### config.mk
export PLATFORM = sky130hd
export DESIGN_NAME = reducer
export DESIGN_NICKNAME = d
export VERILOG_FILES = /design/src/source/conv_pkg.sv /design/src/source/reducer.sv
export SDC_FILE = /design/constraint.sdc
export NUM_CORES = 1
export LEC_CHECK = 0
export BUFFER_PORTS_ARGS = -buffer_cell sky130_fd_sc_hd__buf_2
export CORE_AREA = 2 2 246 248
export DETAILED_ROUTE_END_ITERATION = 7
export DIE_AREA = 0 0 248 250
export PLACE_DENSITY_LB_ADDON = 0.25
export SLEW_MARGIN = 20
export SYNTH_ARGS = -nofsm -noshare
export SYNTH_HDL_FRONTEND = slang
export SYNTH_SLANG_ARGS = --single-unit
### constraint.sdc
create_clock -name vclk -period 11.7
set_clock_uncertainty 0.2 [all_clocks]
set_input_delay 2.34 -clock vclk [all_inputs]
set_output_delay 2.34 -clock vclk [all_outputs]
set_load 0.05 [all_outputs]
### src/source/conv_pkg.sv
package conv_pkg;

    // ------------------------------
    // array and bus sizes
    // ------------------------------
    localparam int NUM_ROWS       = 4;  // output channels
    localparam int NUM_COLS       = 8;  // input channels
    localparam int WORD_W         = 32; // shared bus width
    localparam int DATA_W         = 8;  // weight / ifmap operand
    localparam int PSUM_W         = 16; // partial sum
    localparam int BYTES_PER_WORD = WORD_W / DATA_W;
    localparam int WORDS_PER_ROW  = NUM_COLS / BYTES_PER_WORD; // weight words per row
    localparam int IFMAP_WORDS    = NUM_COLS / BYTES_PER_WORD;
    localparam int COMPUTE_CYCLES = 2;  // product stage, then result stage

    // ------------------------------
    // scalar types
    // ------------------------------
    typedef logic [WORD_W-1:0]        word_t;
    typedef logic [2:0]               row_cnt_t; // 1..4 active rows
    typedef logic [2:0]               idx_t;     // word index within a phase
    typedef logic signed [DATA_W-1:0] operand_t;
    typedef logic signed [PSUM_W-1:0] psum_t;

    typedef enum logic [2:0] {
        IDLE,
        WEIGHT_LOAD,
        IFMAP_LOAD,
        IPSUM_LOAD,
        COMPUTE,
        OPSUM_OUT
    } state_t;

    // ------------------------------
    // packed buses
    // ------------------------------
    typedef operand_t [NUM_ROWS-1:0][NUM_COLS-1:0] weight_grid_t;  // [row][col]
    typedef operand_t [NUM_COLS-1:0]               ifmap_vec_t;
    typedef psum_t    [NUM_ROWS-1:0][NUM_COLS-1:0] product_grid_t; // [row][col]
    typedef psum_t    [NUM_ROWS-1:0]               psum_vec_t;

    typedef struct packed {
        logic w_wr;     // weight word accepted
        logic if_wr;    // ifmap word accepted
        logic ip_wr;    // ipsum word accepted
        idx_t idx;      // word position in the phase
        logic mul_en;   // pe array captures products
        logic op_store; // opsum buffer captures sums
        logic op_shift; // opsum word consumed
    } buf_ctrl_t;

endpackage

### src/source/reducer.sv
`timescale 1ns/1ps

module reducer (
    input  conv_pkg::product_grid_t products,
    input  conv_pkg::psum_vec_t     ipsum,
    output conv_pkg::psum_vec_t     sums
);

    // ------------------------------
    // per row tree, 8 -> 4 -> 2 -> 1
    // ------------------------------
    always_comb begin
        conv_pkg::psum_t lvl1 [4];
        conv_pkg::psum_t lvl2 [2];
        conv_pkg::psum_t tree;
        for (int r = 0; r < conv_pkg::NUM_ROWS; r++) begin
            for (int i = 0; i < 4; i++)
                lvl1[i] = products[r][2*i] + products[r][2*i+1]; // adjacent columns
            for (int i = 0; i < 2; i++)
                lvl2[i] = lvl1[2*i] + lvl1[2*i+1];
            tree    = lvl2[0] + lvl2[1];
            sums[r] = tree + ipsum[r]; // 16 bit wrap
        end
    end

endmodule

**After elaboration in Yosys (flattened, before gate mapping)**

Index checks and enable logic that the tools add are counted.

- Register bits after elaboration: 0
- Input port bits: 576
- Output and inout port bits: 64

- Add/subtract/negate cells: 32

Operator list:

| kind | count |
|---|---|
| $add 16x16->16 | 32 |

**Logic depth before layout (Yosys ltp)**

- Depth after elaboration: 4
- Gate-level depth with buffers: 17
- Gate-level depth less buffers: 17

**Least setup slack after synthesis**

OpenSTA, ideal clock, no wires.

- Kind: input-to-output
- Start: input port products[226] (netlist bit)
- End: output port sums[28] (netlist bit)
- Arrival time: 6747 ps
- Setup slack: 2413 ps
- Stages on the path: 15
- Buffers on the path: 0
- Path through: fa_1 > fa_1 > fa_1 > inv_1 > fa_1 > inv_1 > ha_1 > inv_1 > fa_1 > nor2b_1 > o21a_1 > o211ai_1 > a21oi_1 > nor4_1 > nor3_1

RTL lines:

| element | RTL line | text |
|---|---|---|
| start, declared | reducer.sv:4 | `input conv_pkg::product_grid_t products,` |
| end, declared | reducer.sv:6 | `output conv_pkg::psum_vec_t sums` |

==> results.md <==
* CP Buf/Inv Count at 5
* Die X at 248 um
* GP Congestion at 0.864
* Avg WL per Cell at 13.6 um
* CP delay by family, top: adder cells
* Post-Synthesis Cells at 1328
* DR WL met2 at 20.9 mm
* DRC errors left at 0
* FILL cells at 6462
* Post-route ant nets at 0
* CP Data Arrival Time at 6830 ps
* Synth unique cells at 41
* Pins Over Slew Limit at 0
* RSZ-0062 raised after global routing: false
* Setup TNS at 0 ps
* First-pass GRT wire length at 60.7 mm
* Most frequent CP cell: fa_1
* Worst Max-Slew Pin Slew at 469 ps
* Crit path capture type: primary output
* Worst path max stage delay at 550 ps
* Hold WS at 5100 ps
* Drt total wl at 37.5 mm
* Post-Syn Area at 13000 um^2
* Final nets at 3014
* DR top layer: met4
* Row Count at 90
* Post CTS Setup Buffer Count at 0
* Final worst-path setup slack at 2330 ps
* WL met3 at 1.69 mm
* Slowest-stage cell, CP: fa_1
* Vias post-DR at 10349
* Worst hold start: ipsum[16]
* Final period util at 80.1%
* Worst hold path cell count at 4
* Final hold vios at 0
* M1 WL at 14.5 mm
* CTS Hold Bufs at 0
* Slew Limit Headroom at 68.7%
* Die Y at 250 um
* Syn_nets at 2372
* Starting Density at 21.9%
* Yosys warns at 0
* Hold Path End: sums[16]
* I/O pin cnt at 640
* Share of layout cells above drive strength 1 at 32.9%
* Final HPWL DP at 37.7 mm
* Area growth, synth to finish at 32.1%
* Sequential share of the synthesized area at 0%
* Top cells by area, synth: fa_1, inv_1, ha_1
* DP Area at 17200 um^2
* Vias in the first global route at 12395
* Crit Path Category: input port to primary output
* CORE AREA at 59600 um^2
* CP cell instances: buf_2, fa_1, fa_1, inv_1, fa_1, fa_1, inv_1, ha_1, inv_1, fa_1, nor2b_1, o21a_1, o21ai_2, a21oi_1, nor4b_1, or3_1, buf_2
* Layout clock buffers at 0
* Required time of the critical path at 9160 ps
* # resized after CTS at 0
* Dpl ws at 2270 ps
* HP Class: input port to primary output
* FFs & Latches at 0
* Final min period at 9370 ps
* Highest clock rate at 107 MHz
* Iter 0 DRT Violations at 210
* Post-Layout Inst Area at 17200 um^2
* GR Util All Layers at 12.3%
* Max Cap Violations at 0
* GR Overflow Total at 0
* Crit-path max FO at 5
* Mean Syn Cell Area at 9.81 um^2
* Largest net degree at the start of global routing at 8
* Status: complete, no violations
* # port buffers at 640
* Setup-failing EPs final at 0
* Initial antenna violation count at 1
* Yosys top cell by area: fa_1
* FF+latch area at 0 um^2
* Startpoint Class: input port
* Die area at 62000 um^2
* Top cell type's share of synthesized area at 62.1%
* Post-DR vias/cell at 3.76
* DR pass1 iterations at 4
==> final cells by class <==
type               count  area [um^2]  share of cell area (%)
multi-input cells    747        10800                    63.0
repair buffers       640         3200                    18.6
diodes                 1         2.50                  0.0145
inverters            581         2180                    12.7
well taps            782          978                    5.69
==> layout by cell type, fill, tap and decap left out, drive strengths merged <==
cell type	n
buf	640
inv	581
fa	404
xnor2	84
ha	64
nor2	28
a21oi	26
o21ai	21
xor2	15
nand2	14
a21o	13
a211oi	10
o21a	7
nor3	6
a31oi	5
nor2b	5
nand2b	5
nand4	4
o211ai	3
nor4	3
o41a	3
a211o	3
or3	3
and4	2
a32oi	2
o311ai	2
o221ai	2
o21bai	2
nand3b	2
diode	1
or2	1
nand3	1
o22ai	1
and3b	1
a221oi	1
and3	1
or4	1
nor4b	1
nand4b	1
==> worst max-delay path by stage <==
stage / depth (start not counted) / startpoint / end
detailed placement: 17 / products[98] / sums[12]
finish: 17 / products[98] / sums[12]
global route: 17 / products[97] / sums[12]
floorplan: 15 / products[226] / sums[28]
CTS: 17 / products[98] / sums[12]
global placement: 17 / products[98] / sums[12]
==> Yosys cell counts (all sizes together) <==
library cell / instances
ha: 64
nand2: 14
o311ai: 2
o22ai: 1
nand3: 1
a21o: 13
nor3: 6
o21ai: 21
o41a: 3
a21oi: 26
or3: 3
nor4b: 1
and4: 2
nand4b: 1
nor2: 28
and3b: 1
or4: 1
nor2b: 5
o221ai: 2
fa: 404
a211oi: 10
a221oi: 1
nand3b: 2
nand4: 4
xnor2: 84
xor2: 15
nand2b: 5
a32oi: 2
o21bai: 2
nor4: 3
a31oi: 5
o211ai: 3
and3: 1
inv: 581
or2: 1
o21a: 7
a211o: 3
==> per-stage QoR <==
stage / utilization (%) / instances
floorplan: - / 1328
CTS: 28.9 / 2750
global placement: 28.9 / 2750
finish: 28.9 / 2751
global route: 28.9 / 2751
detailed placement: 28.9 / 2750
==> routing by layer <==
| metal | global-route usage, % | vias to the layer above |
|---|---|---|
| met4 | 1.16 | 0 |
| met2 | 24.5 | 280 |
| met5 | 0 | - |
| met1 | 14.6 | 5103 |
| li1 | - | 4944 |
| met3 | 0.903 | 22 |
==> kinds of logic after synthesis <==
group	share of synthesized area, %
AOI/OAI and AO/OA	5.30
xor gates and xnor gates	6.66
adders and majority gates	68.2
buffers and inverters	16.7
and+or+nand+nor	3.05
Power is left out: the tool's default activity adds up to more than one toggle a clock period on the data nets, which glitch-free logic cannot reach.
