`config.mk`:
```
export PLATFORM = sky130hd
export DESIGN_NAME = weight_buffer
export DESIGN_NICKNAME = d
export VERILOG_FILES = /design/src/source/conv_pkg.sv /design/src/source/weight_buffer.sv
export SDC_FILE = /design/constraint.sdc
export NUM_CORES = 1
export LEC_CHECK = 0
export BUFFER_PORTS_ARGS = -buffer_cell sky130_fd_sc_hd__buf_2
export CORE_MARGIN = 3
export CORE_UTILIZATION = 46
export CTS_CLUSTER_DIAMETER = 80
export DETAILED_ROUTE_END_ITERATION = 10
export PLACE_DENSITY = 0.79
export SKIP_CTS_REPAIR_TIMING = 1
export SYNTH_ARGS = -nofsm -noshare
export SYNTH_HDL_FRONTEND = slang
export SYNTH_SLANG_ARGS = --single-unit
```
`constraint.sdc`:
```
create_clock -name clk -period 1.35 [get_ports clk]
set_clock_uncertainty 0.1 [all_clocks]
set_input_delay 0 -clock clk [delete_from_list [all_inputs] [get_ports clk]]
set_output_delay 0 -clock clk [all_outputs]
set_load 0.05 [all_outputs]
```
`src/source/conv_pkg.sv`:
```
package conv_pkg;

    // ------------------------------
    // array and bus sizes
    // ------------------------------
    localparam int NUM_ROWS       = 4;  // output channels
    localparam int NUM_COLS       = 8;  // input channels
    localparam int WORD_W         = 32; // shared bus width
    localparam int DATA_W         = 8;  // weight / ifmap operand
    localparam int PSUM_W         = 16; // partial sum
    localparam int BYTES_PER_WORD = WORD_W / DATA_W;
    localparam int WORDS_PER_ROW  = NUM_COLS / BYTES_PER_WORD; // weight words per row
    localparam int IFMAP_WORDS    = NUM_COLS / BYTES_PER_WORD;
    localparam int COMPUTE_CYCLES = 2;  // product stage, then result stage

    // ------------------------------
    // scalar types
    // ------------------------------
    typedef logic [WORD_W-1:0]        word_t;
    typedef logic [2:0]               row_cnt_t; // 1..4 active rows
    typedef logic [2:0]               idx_t;     // word index within a phase
    typedef logic signed [DATA_W-1:0] operand_t;
    typedef logic signed [PSUM_W-1:0] psum_t;

    typedef enum logic [2:0] {
        IDLE,
        WEIGHT_LOAD,
        IFMAP_LOAD,
        IPSUM_LOAD,
        COMPUTE,
        OPSUM_OUT
    } state_t;

    // ------------------------------
    // packed buses
    // ------------------------------
    typedef operand_t [NUM_ROWS-1:0][NUM_COLS-1:0] weight_grid_t;  // [row][col]
    typedef operand_t [NUM_COLS-1:0]               ifmap_vec_t;
    typedef psum_t    [NUM_ROWS-1:0][NUM_COLS-1:0] product_grid_t; // [row][col]
    typedef psum_t    [NUM_ROWS-1:0]               psum_vec_t;

    typedef struct packed {
        logic w_wr;     // weight word accepted
        logic if_wr;    // ifmap word accepted
        logic ip_wr;    // ipsum word accepted
        idx_t idx;      // word position in the phase
        logic mul_en;   // pe array captures products
        logic op_store; // opsum buffer captures sums
        logic op_shift; // opsum word consumed
    } buf_ctrl_t;

endpackage

```
`src/source/weight_buffer.sv`:
```
`timescale 1ns/1ps

module weight_buffer (
    input  logic                  clk,
    input  logic                  reset,
    input  conv_pkg::buf_ctrl_t    ctrl,
    input  conv_pkg::word_t        data_in,
    output conv_pkg::weight_grid_t weights
);

    conv_pkg::weight_grid_t grid_q;
    logic [1:0]            row_sel;  // word 2r+h goes to row r
    logic                  half_sel; // column half h

    assign row_sel  = ctrl.idx[2:1];
    assign half_sel = ctrl.idx[0];

    // ------------------------------
    // word write, four bytes per word
    // ------------------------------
    always_ff @(posedge clk) begin
        if (reset) begin
            grid_q <= '0;
        end else if (ctrl.w_wr) begin
            for (int b = 0; b < conv_pkg::BYTES_PER_WORD; b++) begin
                // byte 0 lands in the lowest column of the half
                grid_q[row_sel][half_sel * conv_pkg::BYTES_PER_WORD + b] <=
                    conv_pkg::operand_t'(data_in[b*conv_pkg::DATA_W +: conv_pkg::DATA_W]);
            end
        end
    end

    // untouched rows keep last pass weights
    assign weights = grid_q;

endmodule

```
* Word-level counts from Yosys, hierarchy flattened
Cells that the tools add are included. W data, S select, Z words.
Storage, ports and cells: logic and storage cells 70, flip-flop bits (word level) 256, output and inout port bits 256, input port bits 43
Operators by class: mux-type cells 20, add/subtract/negate cells 3, reductions and logical operators 5, magnitude comparators 10
Operators with widths (count):
- $bwmux W256 | 4
- $demux W64 S2 | 4
- $mux W64 | 3
- $demux W8 S3 | 3
- $mux W40 | 1
- $mux W8 | 4
- $ge A4 B1 Y1 const B | 3
- $lt A4 B4 Y1 const B | 3
- $add A3 B2 Y4 const B | 2
- $demux W8 S1 | 1
- $logic_and A1 B1 Y1 | 5
- $add A3 B1 Y4 const B | 1
- $lt A3 B4 Y1 const B | 1
- $ge A3 B1 Y1 const B | 1
- $lt A2 B3 Y1 const B | 1
- $ge A2 B1 Y1 const B | 1

* Logic depth before layout (Yosys ltp)
depth in word-level cells 10, mapped depth 6, depth with buffers taken out 2

* Least setup slack after synthesis
Ideal clock, no wire load.
kind in2reg, start in ctrl[4] (netlist name), end reg grid_q, in the netlist weights[13], required time 1.121 ns, cell stages on the path 5, library setup time 0.129 ns, slack 0.074 ns, arrival time 1.047 ns, path buffers 3, path through buf_2 or4b_1 buf_2 buf_6 mux2i_1
Between the ends: cells in the longest elaborated chain, start to end 7, elaborated cells between the ends (all ways) 14, classes of those cells order compare (2); mux (11); reduce/logical (1)
Ends and longest elaborated chain:
- from (decl) | line weight_buffer.sv:6 | input conv_pkg::buf_ctrl_t ctrl,
- $lt A2 B3 Y1 (implied by the code) / $ge A2 B1 Y1 (equally long branches) | line weight_buffer.sv:27 | grid_q[row_sel][half_sel * conv_pkg::BYTES_PER_WORD + b] <=
- $logic_and A1 B1 Y1 (implied by the code) | line weight_buffer.sv:27
- $mux W64 (implied by the code) | line weight_buffer.sv:27
- $demux W64 S2 | line weight_buffer.sv:27
- $bwmux W256 (2 in a row) | line weight_buffer.sv:27
- $bwmux W256 (*) | line weight_buffer.sv:27
- to (signal, indexed assignment) | line weight_buffer.sv:27
- to (decl) | line weight_buffer.sv:11 | conv_pkg::weight_grid_t grid_q;
Every way passes the cells marked *; elsewhere a longest branch is shown, timed or not. A chain may end at the register's enable or synchronous reset.

* Final worst setup path
start reg grid_q, in the netlist weights[117], end out weights[117] (netlist name)
RTL lines:
- to (decl) | line weight_buffer.sv:8 | output conv_pkg::weight_grid_t weights
No word-level cell between the ends.

==> key figures <==
Route
  – 1st-pass router iterations: 4
  – Via density: 4.93
  – WL final: 27,200 um
  – Initial detailed-routing violation count: 312
  – Routed len/inst: 18.2 um
  – DR DRC count: 0
  – ANT nets after route: 0
  – Via count: 7,378

Cells and area
  – Max FFs per register: 256
  – Layout cells sized above 1: 30.6%
  – P&R area growth vs syn: 31.1%
  – Final std cells w/o fill: 1,497
  – Nets: 1,245
  – Fillers: 1,747
  – Antenna diodes: 0
  – Final Instance Area: 0.0131 mm^2
  – Final Core Density: 61.9%

Die
  – Die height: 154 um
  – FP Rows: 53
  – Die ar.: 0.0236 mm^2
  – IO Count: 299
  – Die width: 154 um
  – Starting density of the core: 47.2%
  – Placeable core area: 0.0212 mm^2

Global route
  – GRT Util Overall: 21.0%
  – Largest net degree at the start of global routing: 70
  – Initial antenna violation count: 0
  – First-pass GRT wire length: 40,500 um
  – Total congestion overflow: 0
  – Vias in the first global route: 7,107

Setup path
  – Cells on worst reg2reg path: 2
  – Max stage delay on crit path: 0.36 ns
  – CP arrival: 1.17 ns
  – WP data required: 1.25 ns
  – Cells along the critical path: buf_2
  – Bufs and invs on worst path: 1
  – Crit path kind: flip-flop to output port
  – Kind of start point of the critical path: flip-flop
  – Number of cells on the critical path: 1
  – Worst setup EP type: output port
  – CP Max Fanout: 2
  – Family with the most delay on the worst path: flip-flops
  – Critical path's slowest cell: dfxtp_1

Logic synthesis
  – Register area share after synthesis: 51.2%
  – Mapped Cells: 907
  – Netlist cell types: 14
  – Synthesized net count: 950
  – Synth Register Bits: 256
  – Most common cell in the netlist: nand2b_1
  – Most area-hungry cell type in the Yosys netlist: dfxtp_1
  – Synthesized area: 0.0100 mm^2
  – Async set-reset flop share out of synthesis: 0%
  – Top cells by area, synth: dfxtp_1 51%, mux2i_1 26%, nand2b_1 18%, clkbuf_1 2.2%, buf_2 1.2%
  – Post-synth EDFFs: 0
  – Syn Area/Cell: 11.0 um^2
  – Top-area cell type share of the netlist area: 51.2%
  – List of most frequent post-synthesis cells: 288 x nand2b_1, 256 x dfxtp_1, 256 x mux2i_1, 59 x clkbuf_1, 24 x buf_2
  – YS warnings: 0
  – Post-synth top flop: dfxtp_1

STA
  – FMAX: 788 MHz
  – Worst setup margin: 0.0813 ns
  – Slew Limit Fails: 0
  – Slew headroom: 71.8%
  – Slew @ Worst Pin: 0.424 ns
  – Period Utilization, post-route: 94.0%
  – Hold Slack: -0.0284 ns
  – Setup violations, final: 0
  – Post-route minimum period: 1.27 ns
  – RSZ-0062 raised after global routing: no
  – Fin. Hold Viols: 19

Power
  – IR drop worst, VDD: 0.854 mV
  – Leak: 7.11 nW
  – Pwr Total: 16.9 mW
  – Power Density: 1290 mW/mm^2

Place
  – Pre-CTS WS: -0.131 ns
  – DP Wirelength: 17,800 um
  – Gpl congestion: 0.778
  – Placed Instances: 1,415
  – Port Buffers: 293
  – Post-placement cell area: 0.0119 mm^2

Run status
  – Status: complete, but fails checks
  – Violated checks: hold timing

Clock network
  – Root Driver: clkbuf_16
  – H-tree Lvls: 1
  – CTS Buffer Depth: 3
  – CTS Sinks: 256
  – Reg clk slew, reported paths: 0.06 ns
  – TritonCTS clock tree: built
  – Num CTS Buffers: 27
  – Clk_lat worst skew: 0.52 ns

Min path
  – Hold depth: 4
  – Worst Hold Class: input port to flip-flop

Job
  – Maxcap violations: 0
==> metrics by stage <==
step / setup TNS [ns] / hold WS, ns
after floorplan: 0 / 0.243
after global placement: -2.66 / 0.338
after detailed placement: -3.06 / 0.351
after CTS: 0 / -0.201
after global routing: 0 / -0.0191
final: 0 / -0.0284
==> layout by cell type, fill, tap and decap left out <==
cell type | Yosys | layout
clkbuf_8 | 0 | 6
dlygate4sd3_1 | 0 | 33
clkbuf_1 | 59 | 9
buf_4 | 2 | 22
or4b_2 | 0 | 1
nor4bb_4 | 0 | 1
bufinv_16 | 0 | 2
buf_12 | 0 | 16
nand4bb_4 | 0 | 2
and4b_1 | 1 | 1
nand4bb_1 | 3 | 1
nand2b_1 | 288 | 288
dfxtp_1 | 256 | 256
clkinv_2 | 0 | 5
mux2i_1 | 256 | 256
buf_2 | 24 | 292
nand4b_1 | 3 | 3
nand4_1 | 1 | 1
clkbuf_16 | 0 | 27
==> final cells by class <==
class | count | area (um^2) | area share (%)
well taps | 275 | 344 | 2.62
clock inverters | 7 | 85.1 | 0.648
clock buffers | 42 | 792 | 6.03
multi-input cells | 554 | 4510 | 34.3
repair buffers | 363 | 2280 | 17.3
flip-flops and latches | 256 | 5120 | 39.0
==> worst register-to-register path, stage by stage, from the launching register on <==
cell,delay [ns]
dfxtp_1,0.36
nand2b_1,0.07
mux2i_1,0.17
==> cell families after synthesis <==
logic type / after synthesis / synth area share (%)
buffers and inverters: 97 / 4.31
DFF: 256 / 51.2
muxes: 256 / 25.6
and+or+nand+nor: 298 / 18.9
==> metal layers <==
layer	global-route usage [%]	wire length, um
met1	27.5	11700
met2	34.5	12800
met3	5.01	1870
met4	6.85	877
met5	0	0
==> final timing paths <==
path / startpoint / endpoint / slack, ns
hold reg to reg: weights[153]$_SDFFE_PP0P_ / weights[153]$_SDFFE_PP0P_ / 0.37
setup reg to reg: weights[6]$_SDFFE_PP0P_ / weights[6]$_SDFFE_PP0P_ / 0.58
hold / removal: ctrl[3] / weights[31]$_SDFFE_PP0P_ / -0.03
setup / recovery: weights[117]$_SDFFE_PP0P_ / weights[117] / 0.08
==> report_power, final <==
group          leakage [nW]  switching (mW)  internal [mW]
logic                  4.61            1.14          0.610
registers              2.07          0.0868           7.72
clock network         0.434            2.92           4.39
total                  7.11            4.16           12.7
(Power assumes the default switching activity.)
