--- config.mk ---
export PLATFORM = sky130hd
export DESIGN_NAME = ifmap_buffer
export DESIGN_NICKNAME = d
export VERILOG_FILES = /design/src/source/conv_pkg.sv /design/src/source/ifmap_buffer.sv
export SDC_FILE = /design/constraint.sdc
export NUM_CORES = 1
export LEC_CHECK = 0
export CORE_ASPECT_RATIO = 1.75
export CORE_MARGIN = 10
export CORE_UTILIZATION = 35
export CTS_CLUSTER_DIAMETER = 80
export DETAILED_ROUTE_END_ITERATION = 6
export DONT_BUFFER_PORTS = 1
export GPL_ROUTABILITY_DRIVEN = 0
export GPL_TIMING_DRIVEN = 0
export PLACE_DENSITY = 0.46
export SYNTH_ARGS = -nofsm -noshare
export SYNTH_HDL_FRONTEND = slang
export SYNTH_SLANG_ARGS = --single-unit
--- constraint.sdc ---
create_clock -name clk -period 0.8 [get_ports clk]
set_input_delay 0.08 -clock clk [delete_from_list [all_inputs] [get_ports clk]]
set_output_delay 0.08 -clock clk [all_outputs]
set_load 0.05 [all_outputs]
--- src/source/conv_pkg.sv ---
package conv_pkg;

    // ------------------------------
    // array and bus sizes
    // ------------------------------
    localparam int NUM_ROWS       = 4;  // output channels
    localparam int NUM_COLS       = 8;  // input channels
    localparam int WORD_W         = 32; // shared bus width
    localparam int DATA_W         = 8;  // weight / ifmap operand
    localparam int PSUM_W         = 16; // partial sum
    localparam int BYTES_PER_WORD = WORD_W / DATA_W;
    localparam int WORDS_PER_ROW  = NUM_COLS / BYTES_PER_WORD; // weight words per row
    localparam int IFMAP_WORDS    = NUM_COLS / BYTES_PER_WORD;
    localparam int COMPUTE_CYCLES = 2;  // product stage, then result stage

    // ------------------------------
    // scalar types
    // ------------------------------
    typedef logic [WORD_W-1:0]        word_t;
    typedef logic [2:0]               row_cnt_t; // 1..4 active rows
    typedef logic [2:0]               idx_t;     // word index within a phase
    typedef logic signed [DATA_W-1:0] operand_t;
    typedef logic signed [PSUM_W-1:0] psum_t;

    typedef enum logic [2:0] {
        IDLE,
        WEIGHT_LOAD,
        IFMAP_LOAD,
        IPSUM_LOAD,
        COMPUTE,
        OPSUM_OUT
    } state_t;

    // ------------------------------
    // packed buses
    // ------------------------------
    typedef operand_t [NUM_ROWS-1:0][NUM_COLS-1:0] weight_grid_t;  // [row][col]
    typedef operand_t [NUM_COLS-1:0]               ifmap_vec_t;
    typedef psum_t    [NUM_ROWS-1:0][NUM_COLS-1:0] product_grid_t; // [row][col]
    typedef psum_t    [NUM_ROWS-1:0]               psum_vec_t;

    typedef struct packed {
        logic w_wr;     // weight word accepted
        logic if_wr;    // ifmap word accepted
        logic ip_wr;    // ipsum word accepted
        idx_t idx;      // word position in the phase
        logic mul_en;   // pe array captures products
        logic op_store; // opsum buffer captures sums
        logic op_shift; // opsum word consumed
    } buf_ctrl_t;

endpackage

--- src/source/ifmap_buffer.sv ---
`timescale 1ns/1ps

module ifmap_buffer (
    input  logic                clk,
    input  logic                reset,
    input  conv_pkg::buf_ctrl_t  ctrl,
    input  conv_pkg::word_t      data_in,
    output conv_pkg::ifmap_vec_t ifmap
);

    conv_pkg::ifmap_vec_t vec_q;
    logic                half_sel; // word h covers cols 4h..4h+3

    assign half_sel = ctrl.idx[0];

    // ------------------------------
    // column fill
    // ------------------------------
    always_ff @(posedge clk) begin
        if (reset) begin
            vec_q <= '0;
        end else if (ctrl.if_wr) begin
            for (int b = 0; b < conv_pkg::BYTES_PER_WORD; b++) begin
                vec_q[half_sel * conv_pkg::BYTES_PER_WORD + b] <=
                    conv_pkg::operand_t'(data_in[b*conv_pkg::DATA_W +: conv_pkg::DATA_W]);
            end
        end
    end

    // same vector broadcast down every row
    assign ifmap = vec_q;

endmodule

* Word-level counts from Yosys, hierarchy flattened
Index checks and enable logic that the tools add are counted.
** Word-level totals
- Register bits :: 64
- Latch bits :: 0
- Memory bits (writable) :: 0
- Bits in read-only memories :: 0
- Input bits :: 43
- Output and inout port bits :: 64
- Logic and storage cells :: 35
- Memories :: 0
** Cells by class
- $add $sub $neg :: 3
- Multipliers :: 0
- Divide/modulo/power cells :: 0
- $lt $le $gt $ge :: 8
- Equality and inequality tests :: 0
- Shift-type cells :: 0
- Multiplexer cells :: 12
- Bitwise gates (word level) :: 0
- Reductions and logical operators :: 4
** Operators by type and width (number)
- bitwise mux 64 bit :: 4
- demux 8 bit (select 3 bit) :: 3
- two-way mux 8 bit :: 4
- greater-or-equal comparator 4 x 1 -> 1 bit, second input constant :: 3
- less-than comparator 4 bit, second input constant :: 3
- adder 3 x 2 -> 4 bit, second input constant :: 2
- demux 8 bit (select 1 bit) :: 1
- adder 3 x 1 -> 4 bit, second input constant :: 1
- logical AND 1 bit :: 4
- less-than comparator 3 x 4 -> 1 bit, second input constant :: 1
- greater-or-equal comparator 3 x 1 -> 1 bit, second input constant :: 1

* Logic depth before layout (Yosys ltp)
- Depth in word-level cells :: 8
- Gate-level depth with buffers :: 4
- Gate-level depth less buffers :: 2

* Least setup slack after synthesis
No wires, ideal clock.
- Path kind :: register to register
- Start :: reg vec_q, in the netlist ifmap[40]
- End :: reg vec_q, in the netlist ifmap[40]
- Library setup time :: 72 ps
- Arrival :: 817 ps
- Data required time :: 728 ps
- Path slack :: -88 ps
- Stages on the path, launching flop included :: 3
- Buffers on the path :: 0
- Clock period less this slack :: 888 ps
- Path through :: dfxtp_1 nand2b_1 mux2i_1
** On the way
- Longest elaborated chain between the ends :: 4
** Ends and longest elaborated chain
- from (decl) :: line ifmap_buffer.sv:11 : conv_pkg::ifmap_vec_t vec_q;
- from (signal, indexed assignment) :: line ifmap_buffer.sv:24 : vec_q[half_sel * conv_pkg::BYTES_PER_WORD + b] <=
- bitwise mux 64 bit (4 in series) :: line ifmap_buffer.sv:24
No other way between the ends.
A chain may end at the register's enable or synchronous reset.

* Worst setup path in the final report
- Start :: reg vec_q, in the netlist ifmap[29]
- End :: out ifmap[29] (netlist bit)
** RTL lines
- to (decl) :: line ifmap_buffer.sv:8 : output conv_pkg::ifmap_vec_t ifmap
No word-level cell between the ends.

==> flow_metrics.py <==
metrics = {
    "run_status": {
        "status": "finished, violations left",
        "violations": "negative setup slack",
    },
    "cts": {
        "cts_setup_buffers": 0,
        "cts_tree": "yes",
        "numCtsBuffers": 9,
        "clk_pin_slew_worst_paths_ns": 0.05,
        "clk_path_buf_depth": 2,
        "clock_latency_ns": 0.32,
        "cts-root-buf": "clkbuf_16",
        "clock-sinks": 64,
        "ctsHtreeMaxLevel": 3,
    },
    "critical_path": {
        "reg2reg_to": "ifmap[44]$_SDFFE_PP0P_",
        "path_class": "reg -> out",
        "reg2reg_depth": 2,
        "critPathRequiredTime_ns": 0.72,
        "arrival_ns": 0.77,
        "worstReg2RegStart": "ifmap[44]$_SDFFE_PP0P_",
        "crit_cells": 0,
        "crit_end": "ifmap[29]",
        "crit_path_max_fanout": 2,
        "crit_start": "ifmap[29]$_SDFFE_PP0P_",
        "start_kind": "flop",
        "cp-end-kind": "output pin",
        "ff2ff_setup_slack_ns": 0.06,
    },
    "place": {
        "place_area_um2": 2850,
        "place_ws_ns": -0.272,
        "port_buffers": 0,
        "dp_hpwl_mm": 5.39,
    },
    "global_routing": {
        "grt_max_degree": 11,
        "grt_pass1_wl_mm": 11.3,
        "grt_overflow": 0,
        "grt.total_usage_pct": 12.9,
        "grt_antenna_before_repair": 0,
        "grt_pass1_vias": 1919,
    },
    "synth": {
        "synth_top_family_by_area": "multiplexers",
        "post-synth-top-area-fraction_pct": 48.3,
        "synth.distinct_cells": 11,
        "yosys_register_bits": 64,
        "synth_area_um2": 2660,
        "ys.warnings.count": 0,
        "yosys-top-cells-area": "dfxtp_1 48%, mux2i_1 24%, nand2b_1 23%, buf_4 1.1%, clkbuf_1 1.1%",
        "syn_avg_cell_area_um2": 10.8,
        "yosys-mux-area-fraction_pct": 24.1,
        "yosys.area_share.xor_xnor_pct": 0,
        "synth-simple-area-share_pct": 23.6,
        "synth_fp_nets": 288,
        "synthAdderAreaFrac_pct": 0,
        "synth_compound_area_share_pct": 0,
        "synthCells": 245,
        "post-synth-top-area-cell": "dfxtp_1",
        "ys_seq_area_share_pct": 48.3,
    },
    "timing": {
        "worst_pin_slew_ns": 0.490,
        "min_period_ns": 0.848,
        "skew_ns": 0,
        "whs_ns": 0.0809,
        "finalSetupViolCount": 64,
        "finalMaxSlewViolations": 0,
        "hold_viol_final": 0,
        "post-route-period-util_pct": 106,
        "fmax_mhz": 1180,
        "maxSlewHeadroom_pct": 67.3,
        "finalWorstSetupSlack_ns": -0.0479,
        "rsz0062_at_grt": "true",
    },
    "routing": {
        "routed_wl_mm": 7.26,
        "firstDrtPassIters": 4,
        "drc": 0,
        "vias": 1754,
        "post_drt_wl_per_cell_um": 19.2,
        "drtIter0Drc": 28,
        "ant_nets": 0,
        "viasPerCell": 4.63,
    },
    "job": {
        "max_cap_violations": 0,
    },
    "power_and_ir_drop": {
        "clkPwrFrac_pct": 43.6,
        "ir_drop_mv": 1.13,
        "p_int_uw": 5970,
        "p_comb_share_pct": 8.0,
        "power_frac_seq_pct": 48.3,
        "p_switching_uw": 2260,
        "swShare_pct": 27.5,
        "p_total_uw": 8230,
        "p_per_area_nw_per_um2": 2290,
        "p_leak_uw": 0.00145,
    },
    "layout": {
        "design_area_um2": 3600,
        "largest_reg_flops": 64,
        "fin_nets": 331,
        "fill_cells": 716,
        "post-route-util_pct": 48.2,
        "area_growth_pct": 35.6,
        "drive_above_1_share_pct": 29.6,
        "antenna_cells": 0,
    },
    "floorplanning": {
        "die_x_um": 85.8,
        "die_area_um2": 11600,
        "ios": 107,
        "start_util_pct": 35.6,
        "rows": 42,
        "die_h_um": 135,
        "core_area_um2": 7460,
    },
    "min_path": {
        "min_path_type": "in -> reg",
        "worstHoldStart": "ctrl[7]",
    },
}
[per-layer routing]
metal | vias to the layer above | share of wire [%] | GRT usage (%)
li1 | 888 | - | -
met1 | 790 | 36 | 12.5
met2 | 66 | 51 | 21.5
met3 | 10 | 11 | 7.11
met4 | 0 | 1.9 | 6.62
met5 | - | 0 | 0
[layout make-up]
class | instances | area [µm²] | area share [%]
flip-flops and latches | 64 | 1520 | 42.3
multi-input cells | 164 | 1270 | 35.2
repair buffers | 32 | 320 | 8.90
clock buffers | 14 | 274 | 7.61
well taps | 88 | 110 | 3.06
plain buffers | 17 | 108 | 2.99
[cell usage after synthesis]
master and instances:
nand2_2 1, buf_8 1, mux2i_1 64, clkbuf_1 8, nand2b_1 97, buf_6 2
buf_4 4, buf_2 2, nor2b_1 1, dfxtp_1 64, and2_1 1
[kinds of logic (layout without fill, tap and decap cells)]
family | after synthesis | count (layout)
buffers and inverters | 17 | 63
muxes | 64 | 64
DFF | 64 | 64
and+or+nand+nor | 100 | 100
[layout by cell type, fill, tap and decap left out, drive strengths merged]
master / n
clkbuf: 22
nor2b: 1
dlygate4sd3: 32
buf: 9
nand2: 1
nand2b: 97
dfxtp: 64
and2: 1
mux2i: 64
[repair_timing]
item	4_1_cts	5_1_grt
resized for setup	64	0
endpoints found under the setup margin	71	64
hold buffers	32	0
hold endpoints to repair	64	0
pin swaps	0	0
[power groups by stage]
| stage | clock network, µW | logic [µW] | registers, µW |
|---|---|---|---|
| after CTS | 3720 | 678 | 3990 |
| after floorplan | 0 | 433 | 4110 |
| final | 3590 | 662 | 3980 |
| after detailed placement | 0 | 547 | 4170 |
| after global routing | 3840 | 736 | 4000 |
| after global placement | 0 | 542 | 4170 |
[worst min path at each step]
stage                                   endpoint  slack (ns)  depth (start not counted)
after detailed placement  ifmap[35]$_SDFFE_PP0P_        0.26                          2
final                     ifmap[14]$_SDFFE_PP0P_        0.08                          3
after global placement    ifmap[63]$_SDFFE_PP0P_        0.26                          2
after CTS                 ifmap[14]$_SDFFE_PP0P_        0.08                          3
after global routing      ifmap[14]$_SDFFE_PP0P_         0.1                          3
after floorplan           ifmap[14]$_SDFFE_PP0P_        0.25                          2
[stage by stage]
stage | std cells | setup TNS [ns]
6_report | 379 | -2.58
5_1_grt | 379 | -4.25
4_1_cts | 379 | -3.60
3_5_place_dp | 333 | -7.91
3_3_place_gp | 333 | -8.20
2_1_floorplan | 245 | 0
Note: power is estimated with default switching activity, not from simulation.
