--- config.mk ---
export PLATFORM = sky130hd
export DESIGN_NAME = ipsum_buffer
export DESIGN_NICKNAME = d
export VERILOG_FILES = /design/src/source/conv_pkg.sv /design/src/source/ipsum_buffer.sv
export SDC_FILE = /design/constraint.sdc
export NUM_CORES = 1
export LEC_CHECK = 0
export BUFFER_PORTS_ARGS = -buffer_cell sky130_fd_sc_hd__clkbuf_2
export CAP_MARGIN = 20
export CELL_PAD_IN_SITES_DETAIL_PLACEMENT = 2
export CELL_PAD_IN_SITES_GLOBAL_PLACEMENT = 2
export CORE_ASPECT_RATIO = 1.75
export CORE_MARGIN = 4
export CORE_UTILIZATION = 28
export CTS_CLUSTER_DIAMETER = 150
export DETAILED_ROUTE_END_ITERATION = 12
export PLACE_DENSITY = 0.88
export RECOVER_POWER = 50
export SLEW_MARGIN = 20
export SYNTH_ARGS = -nofsm -noshare
export SYNTH_HDL_FRONTEND = slang
export SYNTH_SLANG_ARGS = --single-unit
export TNS_END_PERCENT = 30
--- constraint.sdc ---
create_clock -name clk -period 1.4 [get_ports clk]
set_input_delay 0.14 -clock clk [delete_from_list [all_inputs] [get_ports clk]]
set_output_delay 0.14 -clock clk [all_outputs]
set_load 0.01 [all_outputs]
--- src/source/conv_pkg.sv ---
package conv_pkg;

    // ------------------------------
    // array and bus sizes
    // ------------------------------
    localparam int NUM_ROWS       = 4;  // output channels
    localparam int NUM_COLS       = 8;  // input channels
    localparam int WORD_W         = 32; // shared bus width
    localparam int DATA_W         = 8;  // weight / ifmap operand
    localparam int PSUM_W         = 16; // partial sum
    localparam int BYTES_PER_WORD = WORD_W / DATA_W;
    localparam int WORDS_PER_ROW  = NUM_COLS / BYTES_PER_WORD; // weight words per row
    localparam int IFMAP_WORDS    = NUM_COLS / BYTES_PER_WORD;
    localparam int COMPUTE_CYCLES = 2;  // product stage, then result stage

    // ------------------------------
    // scalar types
    // ------------------------------
    typedef logic [WORD_W-1:0]        word_t;
    typedef logic [2:0]               row_cnt_t; // 1..4 active rows
    typedef logic [2:0]               idx_t;     // word index within a phase
    typedef logic signed [DATA_W-1:0] operand_t;
    typedef logic signed [PSUM_W-1:0] psum_t;

    typedef enum logic [2:0] {
        IDLE,
        WEIGHT_LOAD,
        IFMAP_LOAD,
        IPSUM_LOAD,
        COMPUTE,
        OPSUM_OUT
    } state_t;

    // ------------------------------
    // packed buses
    // ------------------------------
    typedef operand_t [NUM_ROWS-1:0][NUM_COLS-1:0] weight_grid_t;  // [row][col]
    typedef operand_t [NUM_COLS-1:0]               ifmap_vec_t;
    typedef psum_t    [NUM_ROWS-1:0][NUM_COLS-1:0] product_grid_t; // [row][col]
    typedef psum_t    [NUM_ROWS-1:0]               psum_vec_t;

    typedef struct packed {
        logic w_wr;     // weight word accepted
        logic if_wr;    // ifmap word accepted
        logic ip_wr;    // ipsum word accepted
        idx_t idx;      // word position in the phase
        logic mul_en;   // pe array captures products
        logic op_store; // opsum buffer captures sums
        logic op_shift; // opsum word consumed
    } buf_ctrl_t;

endpackage

--- src/source/ipsum_buffer.sv ---
`timescale 1ns/1ps

module ipsum_buffer (
    input  logic               clk,
    input  logic               reset,
    input  conv_pkg::buf_ctrl_t ctrl,
    input  conv_pkg::word_t     data_in,
    output conv_pkg::psum_vec_t ipsum
);

    conv_pkg::psum_vec_t psum_q;
    logic [1:0]         row_sel; // word r is row r

    assign row_sel = ctrl.idx[1:0];

    // ------------------------------
    // one psum per accepted word
    // ------------------------------
    always_ff @(posedge clk) begin
        if (reset)
            psum_q <= '0;
        else if (ctrl.ip_wr)
            psum_q[row_sel] <= conv_pkg::psum_t'(data_in[conv_pkg::PSUM_W-1:0]); // upper half dropped
    end

    // rows past row_en stay stale, never unloaded
    assign ipsum = psum_q;

endmodule

; Word level (Yosys, flattened, before mapping)
; Cells that the tools add are included.
[totals]
reg_bits = 64
inputBits = 43
output_inout_bits = 64
elab_cells = 10
[op_classes]
magnitude_cmp = 2
mux = 3
reduce_logical = 1
[ops]
columns = op, n
row1 = bitwise mux 64 bit, 1
row2 = demux 16 bit (select 2 bit), 1
row3 = two-way mux 16 bit, 1
row4 = < comparator 2 x 3 -> 1 bit (second input constant), 1
row5 = >= comparator 2 x 1 -> 1 bit (second input constant), 1
row6 = logical AND 1 bit, 1

; Logic depth before layout (Yosys ltp)
; Gate-level depths: netlist (run 1).
[depth]
ltp_word = 5
ltp_mapped = 5
mapped_depth_nobuf = 2

; Worst setup path before layout (run 1)
; No wires, ideal clock.
[synth_path]
kind = input -> register
start = in ctrl[3] in the netlist's numbering
end = reg psum_q (netlist bit ipsum[10])
setup_ns = 0.121
t_arrival_ns = 0.888
required_time_ns = 1.279
setup_slack_ns = 0.392
stages = 4
n_path_buf = 2
cell_sequence = clkbuf_2 or3b_1 buf_6 mux2i_1
[synth_between]
elab_chain_cells = 5
elab_cells_between_ends = 6
cone_classes = order compare (2) / mux (3) / reduce/logical (1)
[synth_lines]
columns = item, line_no
row1 = start: declaration, ipsum_buffer.sv:6  ; input conv_pkg::buf_ctrl_t ctrl,
row2 = < comparator 2 x 3 -> 1 bit (implied by the code) or >= comparator 2 x 1 -> 1 bit (tied branches), ipsum_buffer.sv:23  ; psum_q[row_sel] <= conv_pkg::psum_t'(data_in[conv_pkg::PSUM_W-1:0]);
row3 = logical AND 1 bit (implied by the code), ipsum_buffer.sv:23
row4 = two-way mux 16 bit (implied by the code), ipsum_buffer.sv:23
row5 = demux 16 bit (select 2 bit) *, ipsum_buffer.sv:23
row6 = bitwise mux 64 bit *, ipsum_buffer.sv:23
row7 = end signal: indexed assignment, ipsum_buffer.sv:23
row8 = end: declaration, ipsum_buffer.sv:11  ; conv_pkg::psum_vec_t psum_q;
; Every way passes the cells marked *; elsewhere a longest branch is shown, timed or not.
; A chain may end at the register's enable or synchronous reset.

; Worst setup path after layout (run 1)
[layout_path]
start = in ctrl[3] in the netlist's numbering
end = reg psum_q (netlist bit ipsum[57])
; The elaborated chain is that of the path after synthesis.

==> results.json, run 1 <==
{
  "dp_hpwl_um": 5180,
  "worst_slack_ps": 379,
  "crit_cells": 4,
  "syn_to_final_growth_pct": 33.7,
  "synthAdderAreaFrac_pct": 0,
  "start_kind": "input port",
  "antenna_found_initial": 0,
  "critPathRequiredTime_ps": 1640,
  "p_comb_share_pct": 7.7,
  "grt_setup_unrepaired": "false",
  "finalCriticalPeriod_ps": 1020,
  "ys_ff_latch": 64,
  "htreeDepth": 3,
  "syn_area_um2": 2550,
  "startpoint": "ctrl[3]",
  "numClockSinks": 64,
  "p_int_w": 0.00366,
  "cts.clk_slew.worst_paths_ps": 50,
  "drv_slew": 0,
  "arrival_ps": 1260,
  "yosysWarnings": 0,
  "seq_power_share_pct": 41.1,
  "cp_max_fo": 10,
  "dr.pass1.iters": 4,
  "min_path_cells": 3,
  "core.rowCount": 45,
  "initial_core_util_pct": 29.1,
  "switchingPower_w": 0.00102,
  "coreArea_um2": 8780,
  "hold_viol": 0,
  "vias_per_cell": 4.34,
  "insertedDiodeCount": 0,
  "vias": 1908,
  "die_area_um2": 10800,
  "post_cts_buffers": 0,
  "ir_drop_mv": 0.661,
  "clock_path_buffers": 2,
  "avgSynthCellArea_um2": 11.2,
  "cellPowerDensity_nw_per_um2": 1370,
  "port_buffers": 84,
  "fin_total_pwr_w": 0.00468,
  "synth-simple-area-share_pct": 21.8,
  "cp_cell_sequence": "clkbuf_1 -> nand3_1 -> clkbuf_1 -> mux2i_1",
  "grt_overflow": 0,
  "timing.final.crit_share_pct": 72.9,
  "die_w_um": 80.2,
  "netlist_instances": 228,
  "sw_frac_of_total_pct": 21.8,
  "cts_inserted_buffers": 9,
  "drv_cap": 0,
  "slowest_stage": "clkbuf_1",
  "timing.rr.start": "ipsum[25]",
  "path_delay_family": "buffers and inverters",
  "die_y_um": 134,
  "grt_max_degree": 52,
  "fin_nets": 361,
  "setup_viol": 0,
  "critical_path.max_stage_delay_ps": 610,
  "grt_pass1_wl_um": 11300,
  "hold_class": "in2reg",
  "p_clk_share_pct": 51.2,
  "final_common_cell": "clkbuf_2",
  "leakagePower_nw": 1.69,
  "io_pins": 107,
  "crit_top_cell": "clkbuf_1",
  "hold_ws_ps": 155,
  "synth_nets": 271,
  "critPathKind": "in2reg",
  "synth-xor-area-share_pct": 0,
  "final_cell_mix": "86 x clkbuf_2, 80 x nand2b_1, 64 x mux2i_1, 64 x dfxtp_1, 9 x clkbuf_16",
  "critPathCaptureType": "flip-flop",
  "cts-resized-gates": 0,
  "slew_headroom_pct": 47.0,
  "status": "finished, final reports clean",
  "clock_skew_ps": 0,
  "place_area_um2": 3120,
  "wl_per_cell_um": 15.8,
  "clock_latency_ps": 320,
  "critical_path_buf_inv_count": 2,
  "holdBufCountCts": 0,
  "timing.fmax_mhz": 980,
  "dr.first_iter.drc_count": 42,
  "reg2regPathDepth": 2,
  "dp_slack_ps": 270,
  "wl_um": 6950,
  "synth_compound_area_share_pct": 0,
  "largest_reg_flops": 64,
  "synth_top_family_by_area": "multiplexers",
  "place.gp.congestion": 0.676,
  "clock_tree.root_cell": "clkbuf_16",
  "r2r_slack_ps": 750,
  "drive_gt1_share_pct": 31.9,
  "tightest_slew_ps": 795,
  "seq_area_frac_synth_pct": 50.2,
  "synth.mux.area_fraction_pct": 25.1,
  "min-delay-start": "data_in[15]",
  "drc": 0,
  "setup_tns_ps": 0,
  "ant_nets": 0,
  "cts_tree": "built",
  "grt_usage_pct": 13.9,
  "synth.distinct_cells": 13,
  "fin_area_um2": 3410,
  "grt_pass1_vias": 2182
}
==> worst min-delay path, stage by stage <==
cell and delay [ps]:
clkbuf_2 80, nand2b_1 120, mux2i_1 80
==> cells in the mapped netlist <==
cell	count	area, µm²
or3b_1	1	8.76
nand3b_1	2	15.0
mux2i_1	64	641
clkbuf_2	1	5.00
nor3b_2	1	12.5
buf_4	1	7.51
nand2b_1	80	500
nand3_2	1	10.0
buf_2	2	10.0
and3b_1	1	8.76
clkbuf_1	8	30.0
buf_6	2	22.5
dfxtp_1	64	1280
==> layer usage <==
layer  global-route usage, %  vias to the layer above  part of all wire [%]
li1                        -                      936                     -
met1                    14.6                      910                    38
met2                    25.4                       54                    55
met3                    3.76                        8                   4.9
met4                    5.64                        0                   1.7
met5                       0                        -                     0
==> stage by stage <==
stage	util, %	cells
after floorplan	-	228
after global placement	35.6	424
after detailed placement	35.6	424
after CTS	39.2	440
after global routing	38.9	440
final	38.9	440
==> kinds of logic (layout without fill, tap and decap cells) <==
| kind of cell | Yosys count | in the layout |
|---|---|---|
| buffers and inverters | 14 | 109 |
| flip-flops | 64 | 64 |
| multiplexers | 64 | 64 |
| AND/OR/NAND/NOR | 86 | 86 |
==> area by class of cell <==
class                   count  area (µm²)
fillers                   982        5370
well taps                 117         146
clock buffers              11         243
clock inverters             5        80.1
multi-input cells         150        1190
repair buffers             93         477
flip-flops and latches     64        1280
==> power groups by stage <==
stage	Combinational (W)	Sequential [W]	Clock, W
finish	0.000362	0.00192	0.00240
global route	0.000400	0.00193	0.00257
CTS	0.000381	0.00192	0.00247
detailed placement	0.000379	0.00196	0
global placement	0.000368	0.00196	0
floorplan	0.000188	0.00199	0
==> path summary, 6_finish.rpt <==
| kind | end |
|---|---|
| min | ipsum[63] |
| max reg2reg | ipsum[25] |
| max | ipsum[57] |
| min reg2reg | ipsum[49] |
Note: power is estimated with default switching activity, not from simulation.
==> run 2, diff against run 1 <==
==> constraint.sdc (replaced) <==
create_clock -name clk -period 1 [get_ports clk]
set_input_delay 0.1 -clock clk [delete_from_list [all_inputs] [get_ports clk]]
set_output_delay 0.1 -clock clk [all_outputs]
set_load 0.01 [all_outputs]
==> results.json, run 2 (synthesis gave the netlist of run 1 again) <==
{
  "p_int_w": 0.00484,
  "drv_cap": 0,
  "place_area_um2": 3260,
  "timing.final.crit_share_pct": 92.3,
  "final_util_pct": 39.9,
  "slew_headroom_pct": 73.2,
  "critPathCaptureType": "output pin",
  "grt_pass1_vias": 2280,
  "p_comb_share_pct": 8.8,
  "ant_nets": 0,
  "switchingPower_w": 0.00145,
  "cts_tree": "built",
  "vias_per_cell": 4.39,
  "setup_viol": 0,
  "wl_um": 7220,
  "seq_power_share_pct": 42.9,
  "dp_hpwl_um": 5650,
  "critical_path_buf_inv_count": 1,
  "hold_class": "in2reg",
  "arrival_ps": 820,
  "hold_viol": 0,
  "cts_inserted_buffers": 9,
  "cts-resized-gates": 0,
  "initial_core_util_pct": 29.1,
  "p_clk_share_pct": 48.4,
  "core.rowCount": 45,
  "post_cts_buffers": 0,
  "clock_path_buffers": 2,
  "cp_cell_sequence": "clkbuf_2",
  "critPathKind": "reg2out",
  "final_common_cell": "clkbuf_2",
  "drive_gt1_share_pct": 35.4,
  "vias": 1974,
  "clock_tree.root_cell": "clkbuf_16",
  "grt_overflow": 0,
  "timing.fmax_mhz": 1080,
  "cellPowerDensity_nw_per_um2": 1790,
  "dr.pass1.iters": 4,
  "drv_slew": 0,
  "grt_max_degree": 35,
  "sw_frac_of_total_pct": 23.0,
  "grt_usage_pct": 14.7,
  "largest_reg_flops": 64,
  "port_buffers": 84,
  "grt_setup_unrepaired": "false",
  "insertedDiodeCount": 0,
  "grt_pass1_wl_um": 12000,
  "final_cell_mix": "88 x clkbuf_2, 80 x nand2b_1, 64 x mux2i_1, 64 x dfxtp_1, 9 x clkbuf_16",
  "dr.first_iter.drc_count": 66,
  "critPathRequiredTime_ps": 900,
  "clock_skew_ps": 0,
  "finalCriticalPeriod_ps": 923,
  "cp_max_fo": 2,
  "coreArea_um2": 8780,
  "status": "finished, final reports clean",
  "tightest_slew_ps": 402,
  "die_area_um2": 10800,
  "path_delay_family": "flip-flops",
  "place.gp.congestion": 0.710,
  "ir_drop_mv": 0.941,
  "critical_path.max_stage_delay_ps": 350,
  "start_kind": "flip-flop",
  "leakagePower_nw": 1.75,
  "cts.clk_slew.worst_paths_ps": 50,
  "numClockSinks": 64,
  "io_pins": 107,
  "syn_to_final_growth_pct": 37.2,
  "holdBufCountCts": 0,
  "slowest_stage": "dfxtp_1",
  "htreeDepth": 3,
  "die_w_um": 80.2,
  "antenna_found_initial": 0,
  "wl_per_cell_um": 16.0,
  "fin_nets": 371,
  "die_y_um": 134,
  "fin_area_um2": 3500,
  "drc": 0,
  "clock_latency_ps": 320
}
run 2: final timing paths:
check	from	end	slack [ps]	cells past startpoint
worst max-delay path	ipsum[24]	ipsum[24]	80	1
worst max register to register	ipsum[56]	ipsum[56]	340	2
worst min-delay path	data_in[0]	ipsum[0]	120	3
worst min register to register	ipsum[4]	ipsum[4]	480	2
run 2: layer usage:
metal	vias to the layer above	wire length (µm)	part of all wire (%)	track usage, %
met2	56	4120	57	27.2
met4	0	114	1.6	5.92
met1	959	2610	36	15.2
li1	951	-	-	-
met5	-	0	0	0
met3	8	369	5.1	4.03
run 2: cell type report:
cell class / count / area, µm²
clock buffer: 9 / 225
clock inverter: 7 / 72.6
fill: 959 / 5280
multi-input combinational: 150 / 1200
sequential: 64 / 1280
tap: 117 / 146
timing repair buffer: 103 / 579
run 2: power groups by stage:
stage	sequential, W	combinational, W	clock [W]
floorplan	0.00278	0.000263	0
global placement	0.00274	0.000568	0
detailed placement	0.00275	0.000590	0
CTS	0.00270	0.000594	0.00313
global route	0.00271	0.000607	0.00328
finish	0.00269	0.000551	0.00304
run 2: stage by stage:
step           setup WS (ps)  std cells  power (W)  setup TNS [ps]  hold WS [ps]
2_1_floorplan           31.6        228    0.00305               0           321
3_3_place_gp           -48.5        434    0.00331            -511           440
3_5_place_dp           -82.6        434    0.00334            -891           464
4_1_cts                 50.4        450    0.00642               0           124
5_1_grt                 26.4        450    0.00660               0           142
6_report                77.5        450    0.00628               0           123
